`src/source/ad9361_rx_pkg.sv`:
```
// ad9361 receive stream definitions
`default_nettype none

package ad9361_rx_pkg;

  // raw sample and stream lane widths
  localparam int sample_width = 12;
  localparam int lane_width   = 16;
  localparam int ext_width    = lane_width - sample_width;
  localparam int num_lanes    = 8;
  localparam int tdata_width  = num_lanes * lane_width;

  // lane index of each sample, top lane first
  localparam int lane_c0a_i = 7;
  localparam int lane_c0a_q = 6;
  localparam int lane_c0b_i = 5;
  localparam int lane_c0b_q = 4;
  localparam int lane_c1a_i = 3;
  localparam int lane_c1a_q = 2;
  localparam int lane_c1b_i = 1;
  localparam int lane_c1b_q = 0;

  // burst framing, tlast on the last beat
  localparam int burst_len   = 8;
  localparam int count_width = $clog2(burst_len);

endpackage

`default_nettype wire

```
`src/source/ad9361_rx_stream_top.sv`:
```
// dual ad9361 receive stream
`timescale 1ns/100ps
`default_nettype none

module ad9361_rx_stream_top
  import ad9361_rx_pkg::*;
(
  input  logic                    m_axis_clk,
  input  logic                    rst,
  input  logic [sample_width-1:0] rx0_data,
  input  logic                    rx0_frame,
  input  logic [sample_width-1:0] rx1_data,
  input  logic                    rx1_frame,
  input  logic                    m_axis_tready,
  output logic                    m_axis_tvalid,
  output logic [tdata_width-1:0]  m_axis_tdata,
  output logic                    m_axis_tlast,
  output logic                    overrun
);

  // chip 0 channels
  logic                    c0a_valid;
  logic [sample_width-1:0] c0a_i;
  logic [sample_width-1:0] c0a_q;
  logic                    c0b_valid;
  logic [sample_width-1:0] c0b_i;
  logic [sample_width-1:0] c0b_q;

  // chip 1 channels
  logic                    c1a_valid;
  logic [sample_width-1:0] c1a_i;
  logic [sample_width-1:0] c1a_q;
  logic                    c1b_valid;
  logic [sample_width-1:0] c1b_i;
  logic [sample_width-1:0] c1b_q;

  logic                    word_valid;
  logic [tdata_width-1:0]  word;

  rx_deinterleave rx0_deint_i (
    .m_axis_clk (m_axis_clk),
    .rst        (rst),
    .rx_data    (rx0_data),
    .rx_frame   (rx0_frame),
    .ch_a_valid (c0a_valid),
    .ch_a_i     (c0a_i),
    .ch_a_q     (c0a_q),
    .ch_b_valid (c0b_valid),
    .ch_b_i     (c0b_i),
    .ch_b_q     (c0b_q)
  );

  rx_deinterleave rx1_deint_i (
    .m_axis_clk (m_axis_clk),
    .rst        (rst),
    .rx_data    (rx1_data),
    .rx_frame   (rx1_frame),
    .ch_a_valid (c1a_valid),
    .ch_a_i     (c1a_i),
    .ch_a_q     (c1a_q),
    .ch_b_valid (c1b_valid),
    .ch_b_i     (c1b_i),
    .ch_b_q     (c1b_q)
  );

  sample_packer packer_i (
    .m_axis_clk (m_axis_clk),
    .rst        (rst),
    .c0a_valid  (c0a_valid),
    .c0a_i      (c0a_i),
    .c0a_q      (c0a_q),
    .c0b_valid  (c0b_valid),
    .c0b_i      (c0b_i),
    .c0b_q      (c0b_q),
    .c1a_valid  (c1a_valid),
    .c1a_i      (c1a_i),
    .c1a_q      (c1a_q),
    .c1b_valid  (c1b_valid),
    .c1b_i      (c1b_i),
    .c1b_q      (c1b_q),
    .word_valid (word_valid),
    .word       (word)
  );

  axis_burst_framer framer_i (
    .m_axis_clk    (m_axis_clk),
    .rst           (rst),
    .word_valid    (word_valid),
    .word          (word),
    .m_axis_tready (m_axis_tready),
    .m_axis_tvalid (m_axis_tvalid),
    .m_axis_tdata  (m_axis_tdata),
    .m_axis_tlast  (m_axis_tlast),
    .overrun       (overrun)
  );

endmodule

`default_nettype wire

```
`src/source/axis_burst_framer.sv`:
```
// axi-stream burst framer
`timescale 1ns/100ps
`default_nettype none

module axis_burst_framer
  import ad9361_rx_pkg::*;
(
  input  logic                   m_axis_clk,
  input  logic                   rst,
  input  logic                   word_valid,
  input  logic [tdata_width-1:0] word,
  input  logic                   m_axis_tready,
  output logic                   m_axis_tvalid,
  output logic [tdata_width-1:0] m_axis_tdata,
  output logic                   m_axis_tlast,
  output logic                   overrun
);

  logic                   accept;
  logic                   load;
  logic                   end_burst;
  logic [count_width-1:0] beat_count;

  ////////////////////////////////////////////////////////////////////////////
  // handshake
  ////////////////////////////////////////////////////////////////////////////

  assign accept = m_axis_tvalid & m_axis_tready;

  // room when empty or when the held beat leaves this cycle
  assign load = word_valid & (~m_axis_tvalid | m_axis_tready);

  always_ff @(posedge m_axis_clk) begin
    if (rst) begin
      m_axis_tvalid <= 1'b0;
    end else if (load) begin
      m_axis_tvalid <= 1'b1;
    end else if (accept) begin
      m_axis_tvalid <= 1'b0;
    end
  end

  // held word stays put under back-pressure
  always_ff @(posedge m_axis_clk) begin
    if (load) begin
      m_axis_tdata <= word;
    end
  end

  // sticky, a stalled word was already on the bus
  always_ff @(posedge m_axis_clk) begin
    if (rst) begin
      overrun <= 1'b0;
    end else if (word_valid & m_axis_tvalid & ~m_axis_tready) begin
      overrun <= 1'b1;
    end
  end

  ////////////////////////////////////////////////////////////////////////////
  // burst counter
  ////////////////////////////////////////////////////////////////////////////

  assign end_burst = (beat_count == count_width'(burst_len - 1));

  always_ff @(posedge m_axis_clk) begin
    if (rst) begin
      beat_count <= '0;
    end else if (accept) begin
      if (end_burst) begin
        beat_count <= '0;
      end else begin
        beat_count <= beat_count + 1'b1;
      end
    end
  end

  // only meaningful alongside tvalid
  assign m_axis_tlast = m_axis_tvalid & end_burst;

endmodule

`default_nettype wire

```
`src/source/rx_deinterleave.sv`:
```
// ad9361 dual-rx sample deinterleaver
`timescale 1ns/100ps
`default_nettype none

module rx_deinterleave
  import ad9361_rx_pkg::*;
(
  input  logic                    m_axis_clk,
  input  logic                    rst,
  input  logic [sample_width-1:0] rx_data,
  input  logic                    rx_frame,
  output logic                    ch_a_valid,
  output logic [sample_width-1:0] ch_a_i,
  output logic [sample_width-1:0] ch_a_q,
  output logic                    ch_b_valid,
  output logic [sample_width-1:0] ch_b_i,
  output logic [sample_width-1:0] ch_b_q
);

  logic [sample_width-1:0] data_d;
  logic                    frame_d;
  logic [1:0]              pos;
  logic [1:0]              word_pos;
  logic [sample_width-1:0] i0_reg;
  logic [sample_width-1:0] q0_reg;
  logic [sample_width-1:0] i1_reg;
  logic                    group_valid;

  // input capture stage
  always_ff @(posedge m_axis_clk) begin
    data_d <= rx_data;
  end

  always_ff @(posedge m_axis_clk) begin
    if (rst) begin
      frame_d <= 1'b0;
    end else begin
      frame_d <= rx_frame;
    end
  end

  ////////////////////////////////////////////////////////////////////////////
  // word position within the I0 Q0 I1 Q1 group
  ////////////////////////////////////////////////////////////////////////////

  // frame strobe restarts the group at this word
  assign word_pos = frame_d ? 2'd0 : pos;

  always_ff @(posedge m_axis_clk) begin
    if (rst) begin
      pos         <= 2'd0;
      group_valid <= 1'b0;
    end else begin
      pos         <= word_pos + 2'd1;
      group_valid <= (word_pos == 2'd3);
    end
  end

  // slot registers, Q1 releases the whole group
  always_ff @(posedge m_axis_clk) begin
    case (word_pos)
      2'd0: i0_reg <= data_d;
      2'd1: q0_reg <= data_d;
      2'd2: i1_reg <= data_d;
      default: begin
        ch_a_i <= i0_reg;
        ch_a_q <= q0_reg;
        ch_b_i <= i1_reg;
        ch_b_q <= data_d;
      end
    endcase
  end

  // both channels complete on the same word
  assign ch_a_valid = group_valid;
  assign ch_b_valid = group_valid;

endmodule

`default_nettype wire

```
`src/source/sample_packer.sv`:
```
// four channel sample packer
`timescale 1ns/100ps
`default_nettype none

module sample_packer
  import ad9361_rx_pkg::*;
(
  input  logic                    m_axis_clk,
  input  logic                    rst,

  // chip 0 channels
  input  logic                    c0a_valid,
  input  logic [sample_width-1:0] c0a_i,
  input  logic [sample_width-1:0] c0a_q,
  input  logic                    c0b_valid,
  input  logic [sample_width-1:0] c0b_i,
  input  logic [sample_width-1:0] c0b_q,

  // chip 1 channels
  input  logic                    c1a_valid,
  input  logic [sample_width-1:0] c1a_i,
  input  logic [sample_width-1:0] c1a_q,
  input  logic                    c1b_valid,
  input  logic [sample_width-1:0] c1b_i,
  input  logic [sample_width-1:0] c1b_q,

  output logic                    word_valid,
  output logic [tdata_width-1:0]  word
);

  logic                   all_valid;
  logic [tdata_width-1:0] next_word;

  function automatic logic [lane_width-1:0] sign_extend(
    input logic [sample_width-1:0] s
  );
    return {{ext_width{s[sample_width-1]}}, s};
  endfunction

  // partial sets are simply not used
  assign all_valid = c0a_valid & c0b_valid & c1a_valid & c1b_valid;

  ////////////////////////////////////////////////////////////////////////////
  // lane assembly
  ////////////////////////////////////////////////////////////////////////////

  always_comb begin
    next_word = '0;
    next_word[lane_c0a_i*lane_width +: lane_width] = sign_extend(c0a_i);
    next_word[lane_c0a_q*lane_width +: lane_width] = sign_extend(c0a_q);
    next_word[lane_c0b_i*lane_width +: lane_width] = sign_extend(c0b_i);
    next_word[lane_c0b_q*lane_width +: lane_width] = sign_extend(c0b_q);
    next_word[lane_c1a_i*lane_width +: lane_width] = sign_extend(c1a_i);
    next_word[lane_c1a_q*lane_width +: lane_width] = sign_extend(c1a_q);
    next_word[lane_c1b_i*lane_width +: lane_width] = sign_extend(c1b_i);
    next_word[lane_c1b_q*lane_width +: lane_width] = sign_extend(c1b_q);
  end

  always_ff @(posedge m_axis_clk) begin
    if (all_valid) begin
      word <= next_word;
    end
  end

  // one-cycle pulse per complete set
  always_ff @(posedge m_axis_clk) begin
    if (rst) begin
      word_valid <= 1'b0;
    end else begin
      word_valid <= all_valid;
    end
  end

endmodule

`default_nettype wire

```
`config.mk`:
```
export PLATFORM = sky130hd
export DESIGN_NAME = ad9361_rx_stream_top
export DESIGN_NICKNAME = d
export VERILOG_FILES = /design/src/source/ad9361_rx_pkg.sv /design/src/source/ad9361_rx_stream_top.sv /design/src/source/axis_burst_framer.sv /design/src/source/rx_deinterleave.sv /design/src/source/sample_packer.sv
export SDC_FILE = /design/constraint.sdc
export NUM_CORES = 1
export LEC_CHECK = 0
export ABC_AREA = 1
export BUFFER_PORTS_ARGS = -buffer_cell sky130_fd_sc_hd__buf_2
export CORE_MARGIN = 1.5
export CORE_UTILIZATION = 55
export CTS_CLUSTER_DIAMETER = 120
export CTS_CLUSTER_SIZE = 28
export DETAILED_ROUTE_END_ITERATION = 16
export PLACE_DENSITY = 0.85
export SLEW_MARGIN = 30
export SYNTH_ARGS = -nofsm -noshare
export SYNTH_HDL_FRONTEND = slang
export SYNTH_SLANG_ARGS = --single-unit
export TNS_END_PERCENT = 20
```
`constraint.sdc`:
```
create_clock -name m_axis_clk -period 7.03 [get_ports m_axis_clk]
set_input_delay 0.703 -clock m_axis_clk [delete_from_list [all_inputs] [get_ports m_axis_clk]]
set_output_delay 0.703 -clock m_axis_clk [all_outputs]
set_load 0.01 [all_outputs]
```
Word level (Yosys, flattened, before mapping)
Index checks and enable logic that the tools add are counted.
{ "classes": {"addsub": 3, "mux": 5, "n_bitwise": 10, "n_reduce_logical": 5, "eq_ne": 7} }
{ "ops": {"columns": ["op", "n"], "rows": [
  ["$eq A2 B2 Y1 const B", 4],
  ["$and A1 B1 Y1", 7],
  ["$reduce_or A3 Y1", 2],
  ["$add A2 B1 Y2 const B", 2],
  ["$eq A2 B1 Y1 const B", 2],
  ["$logic_not A2 Y1", 2],
  ["$mux W2", 2],
  ["$add A3 B1 Y3 const B", 1],
  ["$eq A3 B3 Y1 const B", 1],
  ["$mux W3", 1],
  ["$mux W1", 2],
  ["$not A1 Y1", 2],
  ["$reduce_bool A2 Y1", 1],
  ["$or A1 B1 Y1", 1]
]} }
{ "word_totals": {"word_cells": 58, "input_bits": 29, "output_inout_bits": 131, "reg_bits": 454} }

Longest topological paths before layout
{ "logic_depth": {"word_depth": 4, "mapped_depth": 5, "mapped_depth_nobuf": 5} }

Cells and area by module
From an unflattened synthesis, not the netlist that was laid out.
{ "hier_totals": {"cells_unflattened": 522, "area_unflattened_um2": 13063.8} }
{ "modules_own_cells": {"columns": ["mod", "area_each_um2", "instances", "seq_area_each_um2", "cells_each"], "rows": [
  ["rx_deinterleave", 2914.0, 2, 2842.7, 115],
  ["axis_burst_framer", 4071.4, 1, 3943.8, 159],
  ["sample_packer", 3164.3, 1, 2902.8, 133]
]} }

Least setup slack after synthesis
Ideal clock, no wire load.
{ "synth_timing": {"path_type": "input port to flip-flop", "start": "input port m_axis_tready", "end": "register framer_i.m_axis_tdata[0], enable pin", "required_ns": 6.448, "setup_ns": 0.582, "slack_ns": 1.069, "stages": 2, "t_arrival_ns": 5.379, "n_path_buf": 0, "cell_sequence": "inv_1 a21oi_1"} }
{ "synth_via": {"elab_chain_cells": 2} }
{ "synth_lines": {"columns": ["element", "line", "rtl"], "rows": [
  ["from (decl)", "ad9361_rx_stream_top.sv:14", "input logic m_axis_tready,"],
  ["$or A1 B1 Y1", "axis_burst_framer.sv:31", "assign load = word_valid & (~m_axis_tvalid | m_axis_tready);"],
  ["$and A1 B1 Y1", "axis_burst_framer.sv:31", null],
  ["via framer_i.load", "axis_burst_framer.sv:20", "logic load;"],
  ["to (signal assigned)", "axis_burst_framer.sv:46", "m_axis_tdata <= word;"],
  ["to (decl)", "axis_burst_framer.sv:14", "output logic [tdata_width-1:0] m_axis_tdata,"]
]} }
The timed path passes the listed nets, and every way through them passes these cells.
A chain may end at the register's enable or synchronous reset.

Worst setup path after layout
{ "layout_timing": {"start": "register framer_i.beat_count[0]", "end": "output port m_axis_tlast"} }
{ "layout_via": {"elab_chain_cells": 2} }
{ "layout_lines": {"columns": ["element", "line", "rtl"], "rows": [
  ["from (decl)", "axis_burst_framer.sv:22", "logic [count_width-1:0] beat_count;"],
  ["from (signal assigned)", "axis_burst_framer.sv:72", "beat_count <= beat_count + 1'b1;"],
  ["$eq A3 B3 Y1", "axis_burst_framer.sv:63", "assign end_burst = (beat_count == count_width'(burst_len - 1));"],
  ["$and A1 B1 Y1", "axis_burst_framer.sv:78", "assign m_axis_tlast = m_axis_tvalid & end_burst;"],
  ["to (decl)", "ad9361_rx_stream_top.sv:17", "output logic m_axis_tlast,"]
]} }
No other way between the ends.

==> impl_metrics.json <==
{
  "finalCritPeriodShare_pct": 31.6,
  "tightest_slew_ns": 0.926,
  "syn_avg_cell_area_um2": 24.7,
  "hold_viol": 0,
  "final_core_util_pct": 62.8,
  "ir_drop_mv": 0.139,
  "relSlewSlack_pct": 38.3,
  "finalNetCount": 670,
  "layout_common_cells": "360 x edfxtp_1, 159 x buf_2, 38 x dfxtp_1, 19 x clkbuf_16, 17 x inv_1",
  "area_growth_pct": 12.8,
  "power.density_nw_per_um2": 281,
  "num_io_pins": 160,
  "hp-start": "rx0_data[2]",
  "design_area_um2": 13600,
  "dr.first_iter.drc_count": 208,
  "slew_violations": 0,
  "fin_worst_skew_ns": 0.0225,
  "tns_ns": 0,
  "vias_per_cell": 4.78,
  "crit_path_max_fanout": 3,
  "synthesis.area_um2": 12100,
  "final_common_cell": "edfxtp_1",
  "cts_resized": 0,
  "synth-seq-cells": 398,
  "post_drt_wl_per_cell_um": 16.5,
  "rsz0062_at_grt": "no",
  "hp-class": "input port to flop",
  "die-height_um": 151,
  "setup_viol": 0,
  "worstSetupPathType": "flop to primary output",
  "dr.pass1.iters": 4,
  "vias": 4454,
  "row_count": 54,
  "place.gp.congestion": 0.753,
  "overflow": 0,
  "layout-drive-gt1-share_pct": 29.5,
  "cts_made_buffers": 18,
  "seq_area_frac_synth_pct": 95.8,
  "root_buffer": "clkbuf_16",
  "rrSetupSlack_ns": 5.30,
  "layout_min_cycle_time_ns": 2.22,
  "drtAntennaViolNets": 0,
  "die_w_um": 151,
  "fmax_mhz": 451,
  "port_buffers": 159,
  "status": "complete, no violations",
  "p_leak_uw": 0.00468,
  "grt_pass1_vias": 4257,
  "track_usage_pct": 13.1,
  "clock_latency_ns": 0.51,
  "grtUsageMet1_pct": 16.2,
  "cts_setup_buffers": 0,
  "initial_utilization_pct": 55.7,
  "synthCells": 489,
  "critPathRequiredTime_ns": 6.33,
  "clk_path_buf_depth": 3,
  "crit_path_end_kind": "primary output",
  "die_area_um2": 22900,
  "syn-num-nets": 520,
  "placed_area_um2": 13100,
  "grt_pass1_wl_um": 22600,
  "cts_tree": "built",
  "clock-sinks": 398,
  "cts_max_level": 1,
  "grt_util_met3_pct": 2.11,
  "core_area_um2": 21700,
  "worstPathArrival_ns": 1.52,
  "top_usage_layer": "met2",
  "wl_um": 15400,
  "yosys_warnings": 0,
  "ys_types": 15,
  "antenna_found_initial": 1,
  "rr_startpoint": "framer_i.m_axis_tvalid$_SDFFE_PP0P_",
  "ctsHoldBuffers": 0,
  "grt_max_degree": 97,
  "maxCapViolCount": 0,
  "startpoint": "framer_i.beat_count[0]$_SDFFE_PP0P_",
  "reg.largest.list": "framer_i.m_axis_tdata (96), packer_i.word (96)",
  "start_kind": "flop",
  "path_clk_slew_ns": 0.10,
  "hpwl_um": 9660,
  "drc_errors": 0,
  "grt.met2_usage_pct": 23.0
}
==> area by class of cell <==
| cell class | count | area (um^2) |
|---|---|---|
| antenna | 1 | 2.50 |
| sequential | 398 | 11600 |
| clock inverter | 1 | 30.0 |
| inverter | 19 | 76.3 |
| tap | 280 | 350 |
| timing repair buffer | 163 | 850 |
| clock buffer | 31 | 520 |
| fill | 1415 | 8060 |
| multi-input combinational | 39 | 226 |
==> Yosys cell counts <==
library cell  count  area, um^2
buf_4            32         240
nor3_1            2        10.0
ha_1              2        25.0
o21ai_0           4        20.0
inv_1            18        67.6
nor2_1           10        37.5
buf_2             1        5.00
nand2_1           6        22.5
nand3_1           5        25.0
a21oi_1           7        35.0
nand2_2           2        12.5
inv_2             1        3.75
edfxtp_1        360       10800
a21oi_2           1        8.76
dfxtp_1          38         761
==> worst max-delay path, stage by stage, from the launching register on <==
cell	delay [ns]
dfxtp_1	0.35
ha_1	0.22
ha_1	0.22
nand2_1	0.06
inv_1	0.04
buf_2	0.13
==> metal layers <==
| layer | part of all wire [%] | vias to the layer above |
|---|---|---|
| met3 | 5.5 | 30 |
| met2 | 52 | 128 |
| met4 | 3.3 | 0 |
| li1 | - | 2122 |
| met1 | 39 | 2174 |
| met5 | 0 | - |
==> kinds of logic (layout without fill, tap and decap cells) <==
logic type / Yosys count / count (layout) / synth area share (%)
flip-flops: 398 / 398 / 95.8
buffers and inverters: 52 / 214 / 2.62
AND/OR/NAND/NOR: 25 / 25 / 0.890
AO/OA/AOI/OAI: 12 / 12 / 0.528
adder cells (fa/ha/maj): 2 / 2 / 0.207
other: 0 / 1 / 0
==> final timing paths <==
check | end | cells past startpoint
worst max register to register | framer_i.m_axis_tdata[64]$_DFFE_PP_ | 2
worst min-delay path | rx0_deint_i.data_d[2]$_DFF_P_ | 1
worst min register to register | rx0_deint_i.ch_a_q[5]$_DFFE_PN_ | 0
worst max-delay path | m_axis_tlast | 5
==> through the flow <==
step | hold WS (ns) | total power [uW] | setup slack, ns | instances
global placement | 0.401 | 2720 | 4.68 | 898
finish | 0.288 | 3830 | 4.81 | 932
global route | 0.268 | 3950 | 4.76 | 932
detailed placement | 0.405 | 2730 | 4.88 | 899
CTS | 0.262 | 3870 | 4.78 | 931
floorplan | 0.400 | 2700 | 1.07 | 489
==> power breakdown <==
| group | internal (uW) | switching [uW] |
|---|---|---|
| Sequential | 2610 | 17.5 |
| Clock | 520 | 636 |
| Combinational | 10.4 | 31.5 |
| Total | 3140 | 685 |
(Power assumes the default switching activity.)
